--- config.mk ---
export PLATFORM = sky130hd
export DESIGN_NAME = postadd_top
export DESIGN_NICKNAME = d
export VERILOG_FILES = /design/src/postadd_pkg.sv /design/src/postadd_ctrl_if.sv /design/src/poly_adder_l3.sv /design/src/mode_decode_stage.sv /design/src/postadder.sv /design/src/carry_resolver.sv /design/src/postadd_top.sv
export VERILOG_INCLUDE_DIRS = /design/src
export SDC_FILE = /design/constraint.sdc
export NUM_CORES = 2
export LEC_CHECK = 0
export BUFFER_PORTS_ARGS = -buffer_cell sky130_fd_sc_hd__buf_2
export CAP_MARGIN = 0
export CELL_PAD_IN_SITES_DETAIL_PLACEMENT = 1
export CELL_PAD_IN_SITES_GLOBAL_PLACEMENT = 1
export CORE_UTILIZATION = 50
export CTS_CLUSTER_DIAMETER = 150
export DETAILED_ROUTE_END_ITERATION = 6
export PLACE_DENSITY_LB_ADDON = 0.1
export SYNTH_ARGS = -nofsm -noshare
export SYNTH_HDL_FRONTEND = slang
export SYNTH_SLANG_ARGS = --single-unit
--- constraint.sdc ---
create_clock -name clk -period 9.7 [get_ports clk]
set_input_delay 0.97 -clock clk [delete_from_list [all_inputs] [get_ports clk]]
set_output_delay 0.97 -clock clk [all_outputs]
set_load 0.005 [all_outputs]
--- src/postadd_consts.svh ---
`ifndef POSTADD_CONSTS_SVH
`define POSTADD_CONSTS_SVH

// Limb layout of the redundant polynomials
`define PA_ADD_DIV 4
`define PA_LIMB_BITS 16
`define PA_FP_BITS 64

// Signed carry kept by each L3 limb
`define PA_L3_CARRY_BITS 8

// Entries per register file in lanes 2 and 3
`define PA_REG_DEPTH 4

// Resolved integer width, wide enough for the carries above the top limb
`define PA_RES_BITS 72

// Field modulus p, the largest 64-bit prime
`define PA_MOD 64'hFFFF_FFFF_FFFF_FFC5

`endif

--- src/postadd_pkg.sv ---
`include "postadd_consts.svh"

package postadd_pkg;

    ////////////////////
    // L1 form

    // Multiplier output limb, one carry bit above the value
    typedef struct packed {
        logic                     carry;
        logic [`PA_LIMB_BITS-1:0] val;
    } limb_l1_t;

    typedef limb_l1_t [`PA_ADD_DIV-1:0] poly_l1_t;

    ////////////////////
    // L3 form

    // Accumulator limb, carry is two's complement
    typedef struct packed {
        logic signed [`PA_L3_CARRY_BITS-1:0] carry;
        logic        [`PA_LIMB_BITS-1:0]     val;
    } limb_l3_t;

    typedef limb_l3_t [`PA_ADD_DIV-1:0] poly_l3_t;

    ////////////////////
    // Lane operations

    // Encoding follows the external mode codes
    typedef enum logic [2:0] {
        OP_HOLD         = 3'b000,
        OP_LOAD         = 3'b001,
        OP_ADD          = 3'b010,
        OP_IN_MINUS_REG = 3'b011,
        OP_REG_MINUS_IN = 3'b100,
        OP_P_MINUS_REG  = 3'b101
    } acc_op_t;

endpackage

--- src/postadd_ctrl_if.sv ---
`timescale 1ns/10ps

// Decoded command from the decode stage to the accumulator lanes
interface postadd_ctrl_if;

    // Widened input polynomial
    postadd_pkg::poly_l3_t operand;

    // One operation per lane
    postadd_pkg::acc_op_t op1;
    postadd_pkg::acc_op_t op2;
    postadd_pkg::acc_op_t op3;

    // Register file indices for lanes 2 and 3
    logic [1:0] addr2;
    logic [1:0] addr3;

    // Lane whose result goes to the output
    logic [1:0] outsel;

    modport src (
        output operand,
        output op1,
        output op2,
        output op3,
        output addr2,
        output addr3,
        output outsel
    );

    modport dst (
        input operand,
        input op1,
        input op2,
        input op3,
        input addr2,
        input addr3,
        input outsel
    );

endinterface

--- src/poly_adder_l3.sv ---
`timescale 1ns/10ps
`include "postadd_consts.svh"

module poly_adder_l3 (
    input  postadd_pkg::poly_l3_t x,
    input  postadd_pkg::poly_l3_t y,
    input  logic                  sub,
    output postadd_pkg::poly_l3_t z
);

    localparam int LB = `PA_LIMB_BITS;
    localparam int CW = `PA_L3_CARRY_BITS;

    // Each limb is independent, the carry out of the value stays in the limb
    for (genvar i = 0; i < `PA_ADD_DIV; i++) begin : g_limb
        logic [LB:0]   v_sum;
        logic [LB:0]   v_diff;
        logic [CW-1:0] c_sum;
        logic [CW-1:0] c_diff;

        assign v_sum  = {1'b0, x[i].val} + {1'b0, y[i].val};
        assign v_diff = {1'b0, x[i].val} - {1'b0, y[i].val};

        // Top bit is +1 on add overflow, -1 on subtract borrow
        assign c_sum  = x[i].carry + y[i].carry + CW'(v_sum[LB]);
        assign c_diff = x[i].carry - y[i].carry - CW'(v_diff[LB]);

        assign z[i].val   = sub ? v_diff[LB-1:0] : v_sum[LB-1:0];
        assign z[i].carry = sub ? c_diff : c_sum;
    end

endmodule

--- src/mode_decode_stage.sv ---
`timescale 1ns/10ps
`include "postadd_consts.svh"

module mode_decode_stage (
    input  logic                  clk,
    input  logic                  rstn,
    input  postadd_pkg::poly_l1_t in_l1,
    input  logic [2:0]            mode1,
    input  logic [2:0]            mode2,
    input  logic [2:0]            mode3,
    input  logic [1:0]            addr2,
    input  logic [1:0]            addr3,
    input  logic [1:0]            outsel,
    postadd_ctrl_if.src           ctrl
);

    localparam int CW = `PA_L3_CARRY_BITS;

    ////////////////////
    // Helpers

    // L1 to L3, carry bit is zero extended
    function automatic postadd_pkg::poly_l3_t widen_l1(input postadd_pkg::poly_l1_t p);
        postadd_pkg::poly_l3_t w;
        w = '0;
        for (int i = 0; i < `PA_ADD_DIV; i++) begin
            w[i].val   = p[i].val;
            w[i].carry = CW'(p[i].carry);
        end
        return w;
    endfunction

    // Unused codes fall back to hold
    function automatic postadd_pkg::acc_op_t decode_mode(input logic [2:0] m);
        case (m)
            3'b000:  return postadd_pkg::OP_HOLD;
            3'b001:  return postadd_pkg::OP_LOAD;
            3'b010:  return postadd_pkg::OP_ADD;
            3'b011:  return postadd_pkg::OP_IN_MINUS_REG;
            3'b100:  return postadd_pkg::OP_REG_MINUS_IN;
            3'b101:  return postadd_pkg::OP_P_MINUS_REG;
            default: return postadd_pkg::OP_HOLD;
        endcase
    endfunction

    ////////////////////
    // Input register

    always_ff @(posedge clk) begin
        if (!rstn) begin
            ctrl.operand <= '0;
            ctrl.op1     <= postadd_pkg::OP_HOLD;
            ctrl.op2     <= postadd_pkg::OP_HOLD;
            ctrl.op3     <= postadd_pkg::OP_HOLD;
            ctrl.addr2   <= '0;
            ctrl.addr3   <= '0;
            ctrl.outsel  <= '0;
        end else begin
            ctrl.operand <= widen_l1(in_l1);
            ctrl.op1     <= decode_mode(mode1);
            ctrl.op2     <= decode_mode(mode2);
            ctrl.op3     <= decode_mode(mode3);
            ctrl.addr2   <= addr2;
            ctrl.addr3   <= addr3;
            ctrl.outsel  <= outsel;
        end
    end

    ////////////////////
    // Command checks

    // The upstream sequencer only issues the six defined modes
    a_mode_legal: assert property (
        @(posedge clk) disable iff (!rstn)
        (mode1 <= 3'b101) && (mode2 <= 3'b101) && (mode3 <= 3'b101)
    );

    // Only three lanes can be selected
    a_outsel_legal: assert property (
        @(posedge clk) disable iff (!rstn)
        outsel != 2'b11
    );

endmodule

--- src/postadder.sv ---
`timescale 1ns/10ps
`include "postadd_consts.svh"

module postadder (
    input  logic                  clk,
    input  logic                  rstn,
    postadd_ctrl_if.dst           ctrl,
    output postadd_pkg::poly_l3_t dout
);

    localparam int LB    = `PA_LIMB_BITS;
    localparam int DEPTH = `PA_REG_DEPTH;
    localparam logic [`PA_FP_BITS-1:0] MOD = `PA_MOD;

    // Lane 1 register and the two register files
    postadd_pkg::poly_l3_t reg1;
    postadd_pkg::poly_l3_t file2 [DEPTH];
    postadd_pkg::poly_l3_t file3 [DEPTH];

    // Second pipeline register and the output select that travels with it
    postadd_pkg::poly_l3_t dly [3];
    logic [1:0]            dly_outsel;

    postadd_pkg::acc_op_t  op [3];
    postadd_pkg::poly_l3_t g [3];
    postadd_pkg::poly_l3_t acc_out [3];
    postadd_pkg::poly_l3_t poly_p;

    // Modulus as an L3 polynomial with zero carries
    for (genvar i = 0; i < `PA_ADD_DIV; i++) begin : g_mod
        assign poly_p[i].val   = MOD[i*LB +: LB];
        assign poly_p[i].carry = '0;
    end

    assign op[0] = ctrl.op1;
    assign op[1] = ctrl.op2;
    assign op[2] = ctrl.op3;

    // Current register value seen by each lane
    assign g[0] = reg1;
    assign g[1] = file2[ctrl.addr2];
    assign g[2] = file3[ctrl.addr3];

    ////////////////////
    // Accumulator lanes

    for (genvar l = 0; l < 3; l++) begin : g_lane
        postadd_pkg::poly_l3_t a_in;
        postadd_pkg::poly_l3_t b_in;
        logic                  sub;

        // Hold and load add onto zero
        always_comb begin
            case (op[l])
                postadd_pkg::OP_ADD,
                postadd_pkg::OP_IN_MINUS_REG: a_in = ctrl.operand;
                postadd_pkg::OP_REG_MINUS_IN: a_in = g[l];
                postadd_pkg::OP_P_MINUS_REG:  a_in = poly_p;
                default:                      a_in = '0;
            endcase
        end

        assign b_in = (op[l] == postadd_pkg::OP_LOAD || op[l] == postadd_pkg::OP_REG_MINUS_IN)
                    ? ctrl.operand : g[l];

        assign sub = (op[l] == postadd_pkg::OP_IN_MINUS_REG) ||
                     (op[l] == postadd_pkg::OP_REG_MINUS_IN) ||
                     (op[l] == postadd_pkg::OP_P_MINUS_REG);

        poly_adder_l3 i_acc (
            .x   (a_in),
            .y   (b_in),
            .sub (sub),
            .z   (acc_out[l])
        );
    end

    ////////////////////
    // State and output

    always_ff @(posedge clk) begin
        if (!rstn) begin
            reg1 <= '0;
            for (int k = 0; k < DEPTH; k++) begin
                file2[k] <= '0;
                file3[k] <= '0;
            end
            for (int k = 0; k < 3; k++) begin
                dly[k] <= '0;
            end
            dly_outsel <= '0;
            dout       <= '0;
        end else begin
            // Write back so the next command sees this result
            reg1               <= acc_out[0];
            file2[ctrl.addr2]  <= acc_out[1];
            file3[ctrl.addr3]  <= acc_out[2];
            for (int k = 0; k < 3; k++) begin
                dly[k] <= acc_out[k];
            end
            dly_outsel <= ctrl.outsel;

            case (dly_outsel)
                2'b00:   dout <= dly[0];
                2'b01:   dout <= dly[1];
                2'b10:   dout <= dly[2];
                default: dout <= '0;
            endcase
        end
    end

    // Select from the decode stage must still be legal one stage later
    a_dly_outsel_legal: assert property (
        @(posedge clk) disable iff (!rstn)
        dly_outsel != 2'b11
    );

endmodule

--- src/carry_resolver.sv ---
`timescale 1ns/10ps
`include "postadd_consts.svh"

module carry_resolver (
    input  logic                        clk,
    input  logic                        rstn,
    input  postadd_pkg::poly_l3_t       din,
    output logic [`PA_RES_BITS-1:0]     result
);

    localparam int RW = `PA_RES_BITS;
    localparam int LB = `PA_LIMB_BITS;
    localparam int CW = `PA_L3_CARRY_BITS;

    logic [RW-1:0] sum;

    ////////////////////
    // Carry collapse

    // Carry of limb i weighs 2^(16(i+1)), value weighs 2^(16i)
    always_comb begin
        sum = '0;
        for (int i = 0; i < `PA_ADD_DIV; i++) begin
            sum = sum + ({{(RW-CW){din[i].carry[CW-1]}}, din[i].carry} << (LB*(i+1)));
            sum = sum + (RW'(din[i].val) << (LB*i));
        end
    end

    // Wraps modulo 2^72, negative totals come out as two's complement
    always_ff @(posedge clk) begin
        if (!rstn) begin
            result <= '0;
        end else begin
            result <= sum;
        end
    end

endmodule

--- src/postadd_top.sv ---
`timescale 1ns/10ps
`include "postadd_consts.svh"

module postadd_top (
    input  logic                      clk,
    input  logic                      rstn,
    input  logic [`PA_FP_BITS-1:0]    in_val,
    input  logic [`PA_ADD_DIV-1:0]    in_carry,
    input  logic [2:0]                mode1,
    input  logic [2:0]                mode2,
    input  logic [2:0]                mode3,
    input  logic [1:0]                addr2,
    input  logic [1:0]                addr3,
    input  logic [1:0]                outsel,
    output logic [`PA_RES_BITS-1:0]   result
);

    localparam int LB = `PA_LIMB_BITS;

    postadd_pkg::poly_l1_t in_l1;
    postadd_pkg::poly_l3_t acc_dout;

    postadd_ctrl_if ctrl_if ();

    // One carry bit per limb, sitting just above that limb
    for (genvar i = 0; i < `PA_ADD_DIV; i++) begin : g_pack
        assign in_l1[i].val   = in_val[i*LB +: LB];
        assign in_l1[i].carry = in_carry[i];
    end

    ////////////////////
    // Pipeline stages

    mode_decode_stage i_decode (
        .clk    (clk),
        .rstn   (rstn),
        .in_l1  (in_l1),
        .mode1  (mode1),
        .mode2  (mode2),
        .mode3  (mode3),
        .addr2  (addr2),
        .addr3  (addr3),
        .outsel (outsel),
        .ctrl   (ctrl_if.src)
    );

    postadder i_postadder (
        .clk  (clk),
        .rstn (rstn),
        .ctrl (ctrl_if.dst),
        .dout (acc_dout)
    );

    carry_resolver i_resolver (
        .clk    (clk),
        .rstn   (rstn),
        .din    (acc_dout),
        .result (result)
    );

endmodule

==> results.tsv <==
stage	metric	value	unit
pwr	switching share of power	31.6	%
yosys	number of flops mapped to enable cells by yosys	768	
cts	Clock Tree Root	clkbuf_16	
critical_path	crit path DAT	8190	ps
pwr	Seq pwr share	41.3	%
final_layout	Syn-to-layout area delta	9.55	%
floorplan	Core Rows	149	
detailed_routing	DRC Markers	41	
run_status	failing checks	DRC	
final_layout	fraction of layout instances using a drive strength above 1	9.27	%
cts	Sinks on Clock Net	1309	
grt	largest net degree at the start of global routing	126	
placement	port bufs	156	
placement	DP HPWL	211000	µm
final_layout	final net count	9811	
cts	hold buffer count at cts	0	
yosys	distinct cell type count after synthesis	95	
cts	Clock Path Buffers	3	
yosys	Post-Syn Area	83500	µm²
timing	Final setup viols	0	
cts	CTS H-tree lvls	4	
detailed_routing	antenna-violating nets left	0	
cts	Num CTS Buffers	151	
timing	Max Fclk	0.130	GHz
floorplan	DIE HEIGHT	411	µm
cts	Resized cells post-CTS	0	
critical_path	critical setup path kind	flip-flop to flip-flop	
critical_path	CP Data Required Time	10220	ps
pwr	Clk pwr share	36.8	%
final_layout	commonest non-fill, non-tap cell in the layout	nor2_1	
pwr	Switching Power	5.14	mW
yosys	Synth Net Count	9892	
grt	initial antenna violation count	14	
critical_path	FF-to-FF path depth	27	
floorplan	Horiz. Die Dim	411	µm
placement	Setup WS pre-CTS	2080	ps
timing	RSZ-0062 raised after global routing	false	
pwr	worst vdd ir	0.000192	V
pwr	Internal Power	11.1	mW
detailed_routing	router iterations before antenna repair	7	
timing	Max Clock Skew	34.8	ps
detailed_routing	DR iter-0 viols	5943	
grt	total global routing overflow	0	
yosys	Yosys top cell area share	27.6	%
yosys	register area share after synthesis	40.6	%
detailed_routing	Vias	68400	
timing	final hold violations	0	
yosys	cells after synthesis	9012	
critical_path	worst r2r src	i_decode.ctrl.op3[2]	
pwr	Static Leak	39.9	nW
worst_hold_path	Hold WC Path Type	input pin to flip-flop	
yosys	asr flop ratio synth	0	%
critical_path	worst setup path endpoint	i_postadder.file3[1][71]	
grt	GRT Util Overall	34.7	%
worst_hold_path	start point of the worst min-delay path	in_val[37]	
yosys	Yosys top cell by area	edfxtp_1	
floorplan	die outline area	169000	µm²
yosys	synthesized flop and latch total	1309	
critical_path	Critical R2R Capture	i_postadder.file3[1][71]	
yosys	yosys warns	0	
timing	Max Slew Vio Count	0	
placement	gpl congestion	0.943	
cts	setup bufs post-CTS	0	
detailed_routing	WL/cell	26.2	µm
final_layout	most frequent cells in the layout	nor2_1, nand2_1, edfxtp_1	
floorplan	starting density of the core	50.5	%
floorplan	# IOs	157	
cts	Clock Latency Late Sink	810	ps
pwr	power per cell area	178	nW/µm²
cts	CTS tree	yes	
timing	setup TNS	0	ps
timing	Final Cycle Share	79.0	%
critical_path	top fanout value on the critical path	41	
grt	vias in the first global route	71400	
critical_path	R2R Setup Slk	2040	ps
timing	fin crit period	7660	ps
final_layout	# fillers	18600	
floorplan	core area	165000	µm²
grt	first-pass GRT wire length	442000	µm
run_status	status	complete, but fails checks	
timing	Setup WS post-layout	2040	ps
yosys	Primary FF master, synth	edfxtp_1	
cts	Clock transition at path regs	70	ps
yosys	Avg Synthesized Cell Area	9.27	µm²
job	max-cap viol count	0	
critical_path	CP endpoint kind	flip-flop	
critical_path	Worst setup SP type	flip-flop	
timing	Worst Tran Pin Value	1310	ps
timing	worst rel slew slack	11.4	%
pwr	Gate power share	21.9	%
detailed_routing	DRT Wirelength	295000	µm
detailed_routing	drt via density	6.08	
yosys	ranking of synthesized cells by area	edfxtp_1, dfxtp_1, ha_1	
critical_path	Critical Path Source	i_decode.ctrl.op3[2]	
==> power by group through the flow <==
stage	Clock [mW]	Combinational, mW	Sequential (mW)
after global placement	0	3.38	6.80
after global routing	6.25	3.89	6.76
final	5.99	3.57	6.73
after CTS	6.07	3.53	6.72
after detailed placement	0	3.49	6.84
after floorplan	0	2.45	6.66
==> synthesized netlist by cell type, types with 44 or more instances <==
cell type / number
nor2_1: 1420
nand2_1: 890
edfxtp_1: 768
inv_1: 757
a21oi_1: 707
ha_1: 687
dfxtp_1: 541
clkbuf_1: 411
o21ai_0: 408
xnor2_1: 233
and2_1: 196
mux4_2: 192
mux2i_1: 190
a21o_1: 141
fa_1: 108
o21bai_1: 108
nor3_1: 98
nand3_1: 87
buf_1: 81
nand2b_1: 72
xor2_1: 70
nor2b_1: 66
a31oi_1: 64
a211oi_1: 61
o31ai_1: 54
or3_1: 54
mux2_2: 44
==> cell type report <==
| cell class | instances | area (µm²) | share of cell area [%] |
|---|---|---|---|
| Tap cell | 2189 | 2740 | 2.99 |
| Sequential cell | 1309 | 33900 | 37.1 |
| Multi-Input combinational cell | 6441 | 45100 | 49.3 |
| Timing Repair Buffer | 267 | 1670 | 1.83 |
| Inverter | 761 | 2860 | 3.13 |
| Clock buffer | 208 | 4420 | 4.83 |
| Clock inverter | 76 | 772 | 0.844 |
| Antenna cell | 7 | 17.5 | 0.0191 |
==> layer usage <==
| layer | vias to the layer above | GRT usage (%) | part of all wire, % |
|---|---|---|---|
| li1 | 30900 | - | - |
| met1 | 34600 | 46.0 | 43 |
| met2 | 2352 | 56.3 | 46 |
| met3 | 552 | 5.51 | 7.1 |
| met4 | 6 | 14.7 | 4.4 |
| met5 | - | 0 | 0.013 |
==> worst max-delay path, stage by stage, from the launching register on <==
cell	delay, ps
dfxtp_1	630
xor2_1	210
buf_4	230
and2_2	500
buf_4	580
nand2_1	160
or2_2	320
and3_1	190
ha_1	190
inv_1	60
o311a_1	190
o31ai_1	130
a31oi_1	340
o22ai_1	160
o31ai_1	230
o211ai_1	140
a31o_2	300
fa_1	570
ha_1	340
a311oi_1	340
o21bai_1	140
a21oi_1	290
nor2_1	90
a211oi_1	260
xnor2_1	100
a21oi_1	180
xor2_1	340
nor2_1	100
==> sequential cells by signal (all words and copies together) (netlist names) <==
signal,count
i_decode.ctrl.op1,3
i_resolver.result,72
i_postadder.g,88
i_decode.ctrl.outsel,2
i_decode.ctrl.operand,68
i_postadder.file2,384
i_decode.ctrl.addr2,2
i_decode.ctrl.op2,3
i_decode.ctrl.op3,3
i_postadder.file3,384
i_decode.ctrl.addr3,2
i_postadder.dout,96
i_postadder.dly,200
i_postadder.dly_outsel,2
==> kinds of logic after synthesis <==
kind of cell	count (synthesis)	share of synthesized area [%]
compound gates	1884	13.9
xor+xnor	304	3.20
fa+ha+maj	796	12.9
buf+inv	1262	5.70
flops	1309	40.6
mux	426	8.05
simple gates	3031	15.7
==> how the worst min path moves through the flow <==
stage / to / slack, ps / cells after the start
final: i_decode.ctrl.operand[53] / 360 / 2
after floorplan: i_postadder.dly_outsel[0] / 410 / 1
after CTS: i_decode.ctrl.operand[50] / 310 / 2
after detailed placement: i_resolver.result[8] / 420 / 1
after global placement: i_resolver.result[9] / 420 / 1
after global routing: i_decode.ctrl.operand[37] / 350 / 2
==> per-stage QoR <==
| stage | power (mW) | utilization, % | hold WS, ps | cells | instance area [µm²] |
|---|---|---|---|---|---|
| 2_1_floorplan | 9.11 | - | 412 | 9012 | 83500 |
| 3_3_place_gp | 10.2 | 52.2 | 419 | 11000 | 86300 |
| 3_5_place_dp | 10.3 | 52.2 | 423 | 11000 | 86300 |
| 4_1_cts | 16.3 | 55.3 | 314 | 11300 | 91500 |
| 5_1_grt | 16.9 | 55.3 | 350 | 11300 | 91500 |
| 6_report | 16.3 | 55.3 | 364 | 11300 | 91500 |
Power figures use the tool's default switching activity.
